File: config.mk
export PLATFORM = sky130hd
export DESIGN_NAME = reg_read_stage
export DESIGN_NICKNAME = d
export VERILOG_FILES = /design/src/isa_pkg.sv /design/src/pipe_pkg.sv /design/src/regfile.sv /design/src/load_hazard.sv /design/src/reg_read_stage.sv
export SDC_FILE = /design/constraint.sdc
export NUM_CORES = 2
export LEC_CHECK = 0
export BUFFER_PORTS_ARGS = -buffer_cell sky130_fd_sc_hd__buf_2
export CAP_MARGIN = 20
export CORE_UTILIZATION = 40
export DETAILED_ROUTE_END_ITERATION = 16
export GPL_ROUTABILITY_DRIVEN = 0
export PLACE_DENSITY = 0.63
export SYNTH_ARGS = -nofsm -noshare
export SYNTH_HDL_FRONTEND = slang
export SYNTH_HIERARCHICAL = 1
export SYNTH_SLANG_ARGS = --single-unit
File: constraint.sdc
create_clock -name clk -period 7.1 [get_ports clk]
set_clock_uncertainty 0.05 [all_clocks]
set_input_delay 1.065 -clock clk [delete_from_list [all_inputs] [get_ports clk]]
set_output_delay 1.065 -clock clk [all_outputs]
set_load 0.1 [all_outputs]
File: src/isa_pkg.sv
package isa_pkg;

    // machine word and register file geometry
    localparam int XLEN     = 32;
    localparam int NUM_REGS = 32;

    typedef logic [XLEN-1:0]             word_t;
    typedef logic [$clog2(NUM_REGS)-1:0] reg_idx_t;

    // decoded operation, numbering shared with the stimulus file
    typedef enum logic [3:0] {
        OP_NOP  = 4'd0,
        OP_ADD  = 4'd1,
        OP_SUB  = 4'd2,
        OP_AND  = 4'd3,
        OP_OR   = 4'd4,
        OP_XOR  = 4'd5,
        OP_ADDI = 4'd6,
        OP_LD   = 4'd7
    } opcode_e;

    // load memory, word addressed, address wraps
    localparam int DMEM_WORDS = 64;
    localparam int DMEM_AW    = $clog2(DMEM_WORDS);
    // word a holds a * LOAD_HASH
    localparam word_t LOAD_HASH = 32'h9E3779B1;
    // result registers between the memory read and wb_load
    localparam int LOAD_LAG = 2;

    // ops that finish in one cycle and write back on the ALU port
    function automatic logic is_alu(opcode_e op);
        return op inside {OP_ADD, OP_SUB, OP_AND, OP_OR, OP_XOR, OP_ADDI};
    endfunction

endpackage

File: src/pipe_pkg.sv
package pipe_pkg;

    // decoded instruction at the issue port
    typedef struct packed {
        isa_pkg::word_t    pc;
        isa_pkg::opcode_e  op;
        isa_pkg::reg_idx_t rd;
        isa_pkg::reg_idx_t rj;
        isa_pkg::reg_idx_t rk;
        isa_pkg::word_t    imm;
    } issue_t;

    // register-read output, instruction plus both source values
    typedef struct packed {
        isa_pkg::word_t    pc;
        isa_pkg::opcode_e  op;
        isa_pkg::reg_idx_t rd;
        isa_pkg::reg_idx_t rj;
        isa_pkg::reg_idx_t rk;
        isa_pkg::word_t    imm;
        isa_pkg::word_t    rj_data;
        isa_pkg::word_t    rk_data;
    } operand_t;

    // one register write, also what the checker sees
    typedef struct packed {
        logic              valid;
        isa_pkg::word_t    pc;
        isa_pkg::reg_idx_t rd;
        isa_pkg::word_t    data;
    } wb_t;

endpackage

File: src/regfile.sv
`timescale 1ns/1ps

module regfile (
    input  logic              clk,
    input  logic              aresetn,
    input  pipe_pkg::wb_t     wa,
    input  pipe_pkg::wb_t     wb,
    input  isa_pkg::reg_idx_t raddr_j,
    input  isa_pkg::reg_idx_t raddr_k,
    output logic [31:0]       rdata_j,
    output logic [31:0]       rdata_k
);

    // r0 has no storage
    isa_pkg::word_t regs [1:isa_pkg::NUM_REGS-1];

    always_ff @(posedge clk or negedge aresetn) begin
        if (!aresetn) begin
            for (int i = 1; i < isa_pkg::NUM_REGS; i++) begin
                regs[i] <= '0;
            end
        end else begin
            if (wa.valid && wa.rd != '0) begin
                regs[wa.rd] <= wa.data;
            end
            // later write wins, port wb has priority
            if (wb.valid && wb.rd != '0) begin
                regs[wb.rd] <= wb.data;
            end
        end
    end

    // write-first read, same priority as the write side
    always_comb begin
        if (raddr_j == '0) begin
            rdata_j = '0;
        end else if (wb.valid && wb.rd == raddr_j) begin
            rdata_j = wb.data;
        end else if (wa.valid && wa.rd == raddr_j) begin
            rdata_j = wa.data;
        end else begin
            rdata_j = regs[raddr_j];
        end
    end

    always_comb begin
        if (raddr_k == '0) begin
            rdata_k = '0;
        end else if (wb.valid && wb.rd == raddr_k) begin
            rdata_k = wb.data;
        end else if (wa.valid && wa.rd == raddr_k) begin
            rdata_k = wa.data;
        end else begin
            rdata_k = regs[raddr_k];
        end
    end

    // load-use stall keeps a load and an ALU op off one register at once
    a_no_dual_write: assert property (@(posedge clk) disable iff (!aresetn)
        !(wa.valid && wb.valid && wa.rd == wb.rd && wa.rd != '0));

endmodule

File: src/load_hazard.sv
`timescale 1ns/1ps

module load_hazard (
    input  logic              clk,
    input  logic              aresetn,
    input  isa_pkg::reg_idx_t ex_load_rd,
    input  logic              ex_load_leaving,
    input  isa_pkg::reg_idx_t src_j,
    input  isa_pkg::reg_idx_t src_k,
    input  isa_pkg::reg_idx_t dst,
    output logic              stall
);

    // rd of loads that already left execute, index 0 youngest
    isa_pkg::reg_idx_t hist [isa_pkg::LOAD_LAG];
    // execute slot first, then the history
    isa_pkg::reg_idx_t pending [isa_pkg::LOAD_LAG+1];
    // load in execute targets a register an older load still owns
    logic              ex_rd_in_hist;

    // shifts every cycle, zero means no load
    always_ff @(posedge clk or negedge aresetn) begin
        if (!aresetn) begin
            for (int i = 0; i < isa_pkg::LOAD_LAG; i++) begin
                hist[i] <= '0;
            end
        end else begin
            hist[0] <= ex_load_leaving ? ex_load_rd : '0;
            for (int i = 1; i < isa_pkg::LOAD_LAG; i++) begin
                hist[i] <= hist[i-1];
            end
        end
    end

    always_comb begin
        // ex_load_rd is zero unless a load sits in execute
        pending[0] = ex_load_rd;
        for (int i = 0; i < isa_pkg::LOAD_LAG; i++) begin
            pending[i+1] = hist[i];
        end
    end

    // sources and rd both checked, rd keeps writes in program order
    always_comb begin
        stall = 1'b0;
        for (int i = 0; i <= isa_pkg::LOAD_LAG; i++) begin
            if (pending[i] != '0 &&
                (pending[i] == src_j || pending[i] == src_k || pending[i] == dst)) begin
                stall = 1'b1;
            end
        end
    end

    always_comb begin
        ex_rd_in_hist = 1'b0;
        for (int i = 0; i < isa_pkg::LOAD_LAG; i++) begin
            if (hist[i] == ex_load_rd) begin
                ex_rd_in_hist = 1'b1;
            end
        end
    end

    // the rd stall keeps two loads to one register from overlapping
    a_no_double_pending: assert property (@(posedge clk) disable iff (!aresetn)
        (ex_load_rd != '0) |-> !ex_rd_in_hist);

endmodule

File: src/reg_read_stage.sv
`timescale 1ns/1ps

module reg_read_stage (
    input  logic               clk,
    input  logic               aresetn,
    input  logic               issue_valid,
    input  pipe_pkg::issue_t   issue,
    output logic               issue_ready,
    input  pipe_pkg::wb_t      wa,
    input  pipe_pkg::wb_t      wb,
    input  isa_pkg::reg_idx_t  ex_load_rd,
    input  logic               ex_load_leaving,
    output logic               opnd_valid,
    output pipe_pkg::operand_t opnd,
    input  logic               ex_allowin
);

    logic [31:0] rdata_j;
    logic [31:0] rdata_k;
    logic        stall;
    logic        issue_fire;
    logic        run_q;

    // operands read straight from the waiting bundle
    regfile u_regfile (
        .clk     (clk),
        .aresetn (aresetn),
        .wa      (wa),
        .wb      (wb),
        .raddr_j (issue.rj),
        .raddr_k (issue.rk),
        .rdata_j (rdata_j),
        .rdata_k (rdata_k)
    );

    load_hazard u_load_hazard (
        .clk             (clk),
        .aresetn         (aresetn),
        .ex_load_rd      (ex_load_rd),
        .ex_load_leaving (ex_load_leaving),
        .src_j           (issue.rj),
        .src_k           (issue.rk),
        .dst             (issue.rd),
        .stall           (stall)
    );

    // ready stays low until the first cycle after reset
    always_ff @(posedge clk or negedge aresetn) begin
        if (!aresetn) begin
            run_q <= 1'b0;
        end else begin
            run_q <= 1'b1;
        end
    end

    // slot is free when empty or when execute drains it this cycle
    assign issue_ready = run_q && !stall && (ex_allowin || !opnd_valid);
    assign issue_fire  = issue_valid && issue_ready;

    always_ff @(posedge clk or negedge aresetn) begin
        if (!aresetn) begin
            opnd_valid <= 1'b0;
        end else if (issue_fire) begin
            opnd_valid <= 1'b1;
        end else if (ex_allowin) begin
            // drained with nothing behind it
            opnd_valid <= 1'b0;
        end
    end

    // payload only moves on a transfer, otherwise holds
    always_ff @(posedge clk) begin
        if (issue_fire) begin
            opnd <= '{pc: issue.pc, op: issue.op, rd: issue.rd, rj: issue.rj,
                      rk: issue.rk, imm: issue.imm, rj_data: rdata_j, rk_data: rdata_k};
        end
    end

    // a blocked instruction is neither lost nor changed
    a_opnd_hold: assert property (@(posedge clk) disable iff (!aresetn)
        (opnd_valid && !ex_allowin) |=> (opnd_valid && $stable(opnd)));

endmodule

======== Word-level counts from Yosys, hierarchy flattened ========
Index checks and enable logic that the tools add are counted.
operators by class
  order comparisons ....................... 6
  equality and inequality tests ........... 13
  mux-type cells .......................... 24
  bitwise gates (word level) .............. 4
  reduce and logical (&&, ||, !) cells .... 31
operators with widths
  kind                number
  $bwmux 992          2
  $mux 992            2
  $bmux 32 s5         2
  $demux 32 s5        2
  $mux 32             10
  $eq 5x5->1          13
  $reduce_bool 5->1   5
  $ge 6x6->1 const B  4
  $not 5->6           4
  $logic_and 1x1->1   14
  $lt 6x1->1 const B  2
  $logic_not 5->1     2
  $logic_or 1x1->1    7
  $mux 1              5
  $mux 5              1
  $logic_not 1->1     2
  $reduce_bool 2->1   1
word-level totals
  flip-flop bits (word level) ............. 1151
  input port bits ......................... 233

======== Depth between registers and ports, before layout ========
  depth in word-level cells ............... 12
  mapped depth ............................ 11
  gate-level depth less buffers ........... 7

======== Hierarchy ========
Netlist, hierarchy kept.
by module, submodules not included
  module          instances  cells each  area an instance (um^2)  seq. area each (um^2)
  regfile         1          6472        63719.9                  24823.8
  reg_read_stage  1          155         4511.8                   4464.3
  load_hazard     1          88          829.5                    250.2

======== Worst setup path before layout ========
No wires, ideal clock.
  path type ............................... input to register
  start ................................... in ex_load_rd[0]
  end ..................................... reg opnd[0] (netlist name), enable pin
  arrival ................................. 5.389 ns
  path slack .............................. 1.135 ns
  stages .................................. 5
  buffers on the path ..................... 0
  path through ............................ or4_1 o22ai_1 o2111ai_1 inv_1 and4b_1
between the ends
  cells in the longest elaborated chain, start to end .. 11
  elaborated cells on any way between the ends .. 14
  classes of those cells .................. eq/ne: 3; mux: 3; reduce/logical: 8
RTL lines
  item                                 line                  text
  start, declared                      reg_read_stage.sv:11  input isa_pkg::reg_idx_t ex_load_rd,
  $eq 5x5->1                           load_hazard.sv:48     (pending[i] == src_j || pending[i] == src_k || pending[i] == dst)) begin
  $logic_or 1x1->1 (2 in series)       load_hazard.sv:48
  $logic_and 1x1->1 (*)                load_hazard.sv:47     if (pending[i] != '0 &&
  $mux 1 (*) (3 in series)             load_hazard.sv:47
  via stall                            reg_read_stage.sv:20  logic stall;
  $logic_not 1->1 (*)                  reg_read_stage.sv:57  assign issue_ready = run_q && !stall && (ex_allowin || !opnd_valid);
  $logic_and 1x1->1 (*) (2 in series)  reg_read_stage.sv:57
  $logic_and 1x1->1 (*)                reg_read_stage.sv:58  assign issue_fire = issue_valid && issue_ready;
  via issue_fire                       reg_read_stage.sv:21  logic issue_fire;
  end signal, assigned                 reg_read_stage.sv:74  opnd <= '{pc: issue.pc, op: issue.op, rd: issue.rd, rj: issue.rj,
  end, declared                        reg_read_stage.sv:14  output pipe_pkg::operand_t opnd,
The timed path passes the listed nets; every way through them passes the cells marked *.
A chain may end at the register's enable or synchronous reset.

======== Worst setup path after layout ========
  start ................................... in issue[35] (netlist name)
  end ..................................... out issue_ready
between the ends
  cells in the longest elaborated chain, start to end .. 10
  elaborated cells on any way between the ends .. 18
  classes of those cells .................. eq/ne: 3; mux: 3; reduce/logical: 12
RTL lines
  item                                 line                  text
  start, declared                      reg_read_stage.sv:7   input pipe_pkg::issue_t issue,
  $eq 5x5->1                           load_hazard.sv:48
  $logic_or 1x1->1 (2 in series)       load_hazard.sv:48
  $logic_and 1x1->1                    load_hazard.sv:47
  $mux 1 (2 in series)                 load_hazard.sv:47
  $mux 1 (*)                           load_hazard.sv:47
  via stall                            reg_read_stage.sv:20
  $logic_not 1->1 (*)                  reg_read_stage.sv:57
  $logic_and 1x1->1 (*) (2 in series)  reg_read_stage.sv:57
  end, declared                        reg_read_stage.sv:8   output logic issue_ready,
Marked as above.

==> flow_metrics.py <==
metrics = {
    "run_status": {
        "outcome": "finished, final reports clean",
    },
    "global_route": {
        "busiest_layer": "met2",
        "grt_pass1_vias": 54802,
        "grt_max_degree": 177,
        "grt-ovfl-total": 0,
        "grt_pass1_wl_mm": 400,
        "grtUsageMet2_pct": 46.4,
        "met3_usage_pct": 9.40,
        "track_usage_pct": 31.5,
        "grtUsageMet1_pct": 39.9,
        "antenna_found_initial": 43,
    },
    "drt": {
        "firstDrtPassIters": 7,
        "routed_wirelength_mm": 283,
        "num_vias": 58295,
        "wl_per_cell_um": 31.8,
        "vias_per_cell": 6.55,
        "drcViolationCount": 0,
        "ant_nets": 0,
        "drt_iter0_drc": 8539,
    },
    "synthesis": {
        "synth_edf_count": 147,
        "synth_common_cells": "mux2i_1, dfrtp_1, nor2_1",
        "synth.distinct_cells": 65,
        "synth_seq_cells": 1151,
        "synth_flop_cell": "dfrtp_1",
        "yosys.area.top_type_share_pct": 36.4,
        "syn_area_per_cell_um2": 10.3,
        "synthArstFlopShare_pct": 87.2,
        "synth_seq_area_share_pct": 42.8,
        "synth.area.top_cells": "dfrtp_1, mux2i_1, mux4_2, edfxtp_1, a21oi_1",
        "synth_most_common_cell": "mux2i_1",
        "syn-num-nets": 6948,
        "yosys_warnings": 6,
        "yosys.area.top_type": "dfrtp_1",
        "synth_cells": 6715,
        "synth_area_mm2": 0.0691,
    },
    "finish": {
        "final_nets": 6697,
        "drive_above_1_share_pct": 17.5,
        "syn_to_final_growth_pct": 10.6,
        "filler_cell_count": 16013,
    },
    "clock_network": {
        "clk_pin_slew_ps": 60,
        "htree_num_levels": 4,
        "numCtsBuffers": 133,
        "cts_root_buf": "clkbuf_16",
        "cts_max_path_buffers": 3,
        "cts_hold_buf": 0,
        "clkLatencyLatePin_ps": 800,
        "cts_sinks": 1151,
        "cts_tree": "yes",
        "cts_setup_buffers": 0,
        "post_cts_resized": 0,
    },
    "power": {
        "p_total_mw": 22.4,
        "power.leakage_nw": 32.0,
        "pwr_density_cell_mw_per_mm2": 293,
        "ir_drop_v": 0.000233,
    },
    "sta": {
        "fmax_ghz": 0.206,
        "holdWs_ps": 210,
        "setup_viol": 0,
        "slew_violations": 0,
        "worstMarginPinSlew_ps": 1280,
        "setup_tns_ps": 0,
        "maxSlewHeadroom_pct": 14.7,
        "setup_slack_ps": 2230,
        "hold_violations": 0,
        "fin_crit_ps": 4870,
        "grt_setup_unrepaired": "no",
        "finalCritPeriodShare_pct": 68.5,
    },
    "setup_path": {
        "timing.rr.start": "u_load_hazard/hist[6]$_DFF_PN0_",
        "r2r_cells": 8,
        "crit_required_ps": 5980,
        "critPathMaxFanout": 27,
        "criticalPathCategory": "input pin to output pin",
        "critPathCaptureType": "output pin",
        "rr_endpoint": "opnd[34]$_DFFE_PP_",
        "reg2reg_setup_slack_ps": 4010,
        "cp.arrival_ps": 3750,
        "crit_path_start_kind": "input pin",
    },
    "die": {
        "start_util_pct": 40.3,
        "num_io_pins": 382,
        "die_h_um": 418,
        "core_area_mm2": 0.172,
        "die_area_mm2": 0.174,
        "rows": 152,
        "die_w_um": 418,
    },
    "placed_design": {
        "pre_cts_ws_ps": 2330,
        "io_buffers": 317,
        "dp_hpwl_mm": 166,
    },
    "flow_run": {
        "maxCapViolations": 0,
    },
    "worst_hold_path": {
        "hold_path.class": "input pin to async pin",
    },
}
flip-flops by register name, summed over array words and instances (netlist names):
signal and flops:
opnd 147, opnd_valid 1, run_q 1, u_load_hazard/hist 10
u_regfile/regs 992
layout by cell type, fill, tap and decap left out, types with 12 or more instances in the layout:
cell type and n:
a211oi_1 55, a21oi_1 516, a221o_1 62, a221oi_1 46
a22oi_1 58, a32oi_1 127, buf_12 21, buf_2 309
buf_4 107, bufinv_16 15, clkbuf_1 16, clkbuf_16 138
clkbuf_8 24, clkinv_2 20, dfrtp_1 1004, diode_2 18
edfxtp_1 147, mux2_2 136, mux2i_1 1223, mux4_2 255
nand2_1 525, nand2_4 14, nand3_1 15, nor2_1 546
nor2_4 28, nor2b_1 48, nor3_1 123, nor4_1 67
o211ai_1 12, o21ai_0 485, o21ai_1 25, o22ai_1 186
xnor2_1 33, xor2_1 32
per-layer routing:
metal | part of all wire, % | wire, µm | vias up
met5 | 0.065 | 184 | -
met3 | 12 | 34100 | 1079
met2 | 43 | 122000 | 4168
met1 | 37 | 105000 | 28844
met4 | 7.5 | 21300 | 32
li1 | - | - | 24172
critical path, cell delays in order:
cell       delay [ps]
buf_2             330
buf_4             450
buf_4             430
xnor2_1           140
a311oi_1          320
o2111ai_1         220
nor3b_1           270
buf_2             470
layout make-up:
type | instances | area, µm² | share of cell area, %
diodes | 18 | 45.0 | 0.0590
clock buffers | 178 | 3840 | 5.03
clock inverters | 63 | 776 | 1.02
inverters | 2 | 7.51 | 0.00983
multi-input cells | 4730 | 36400 | 47.6
flip-flops and latches | 1151 | 29500 | 38.7
well taps | 2310 | 2890 | 3.78
repair buffers | 446 | 2920 | 3.82
through the flow:
stage	cell area, µm²	std cells	util, %
floorplan	69100	6715	-
global placement	71600	8634	41.8
detailed placement	71700	8637	41.8
CTS	76300	8878	44.5
global route	76400	8888	44.5
finish	76400	8898	44.5
report_power, final:
| part | total [mW] | switching [mW] | internal, mW |
|---|---|---|---|
| Sequential | 9.56 | 1.27 | 8.29 |
| Combinational | 5.41 | 2.94 | 2.47 |
| Clock | 7.38 | 3.02 | 4.36 |
| Total | 22.4 | 7.24 | 15.1 |
cells by family after synthesis:
group	synth area share, %
multiplexers	28.3
other	0.00543
XOR/XNOR	0.824
AND/OR/NAND/NOR	9.05
buffers and inverters	5.30
flip-flops	42.8
AO/OA/AOI/OAI	13.8
worst max-delay path by stage:
stage	startpoint	end	slack, ps	cells after the start
after floorplan	ex_load_rd[0]	opnd[0]$_DFFE_PP_	1130	5
after global placement	issue[35]	issue_ready	2310	8
after detailed placement	issue[37]	opnd[33]$_DFFE_PP_	2330	7
after CTS	issue[35]	issue_ready	2330	8
after global routing	issue[35]	issue_ready	2110	8
final	issue[35]	issue_ready	2230	8
(Power assumes the default switching activity.)
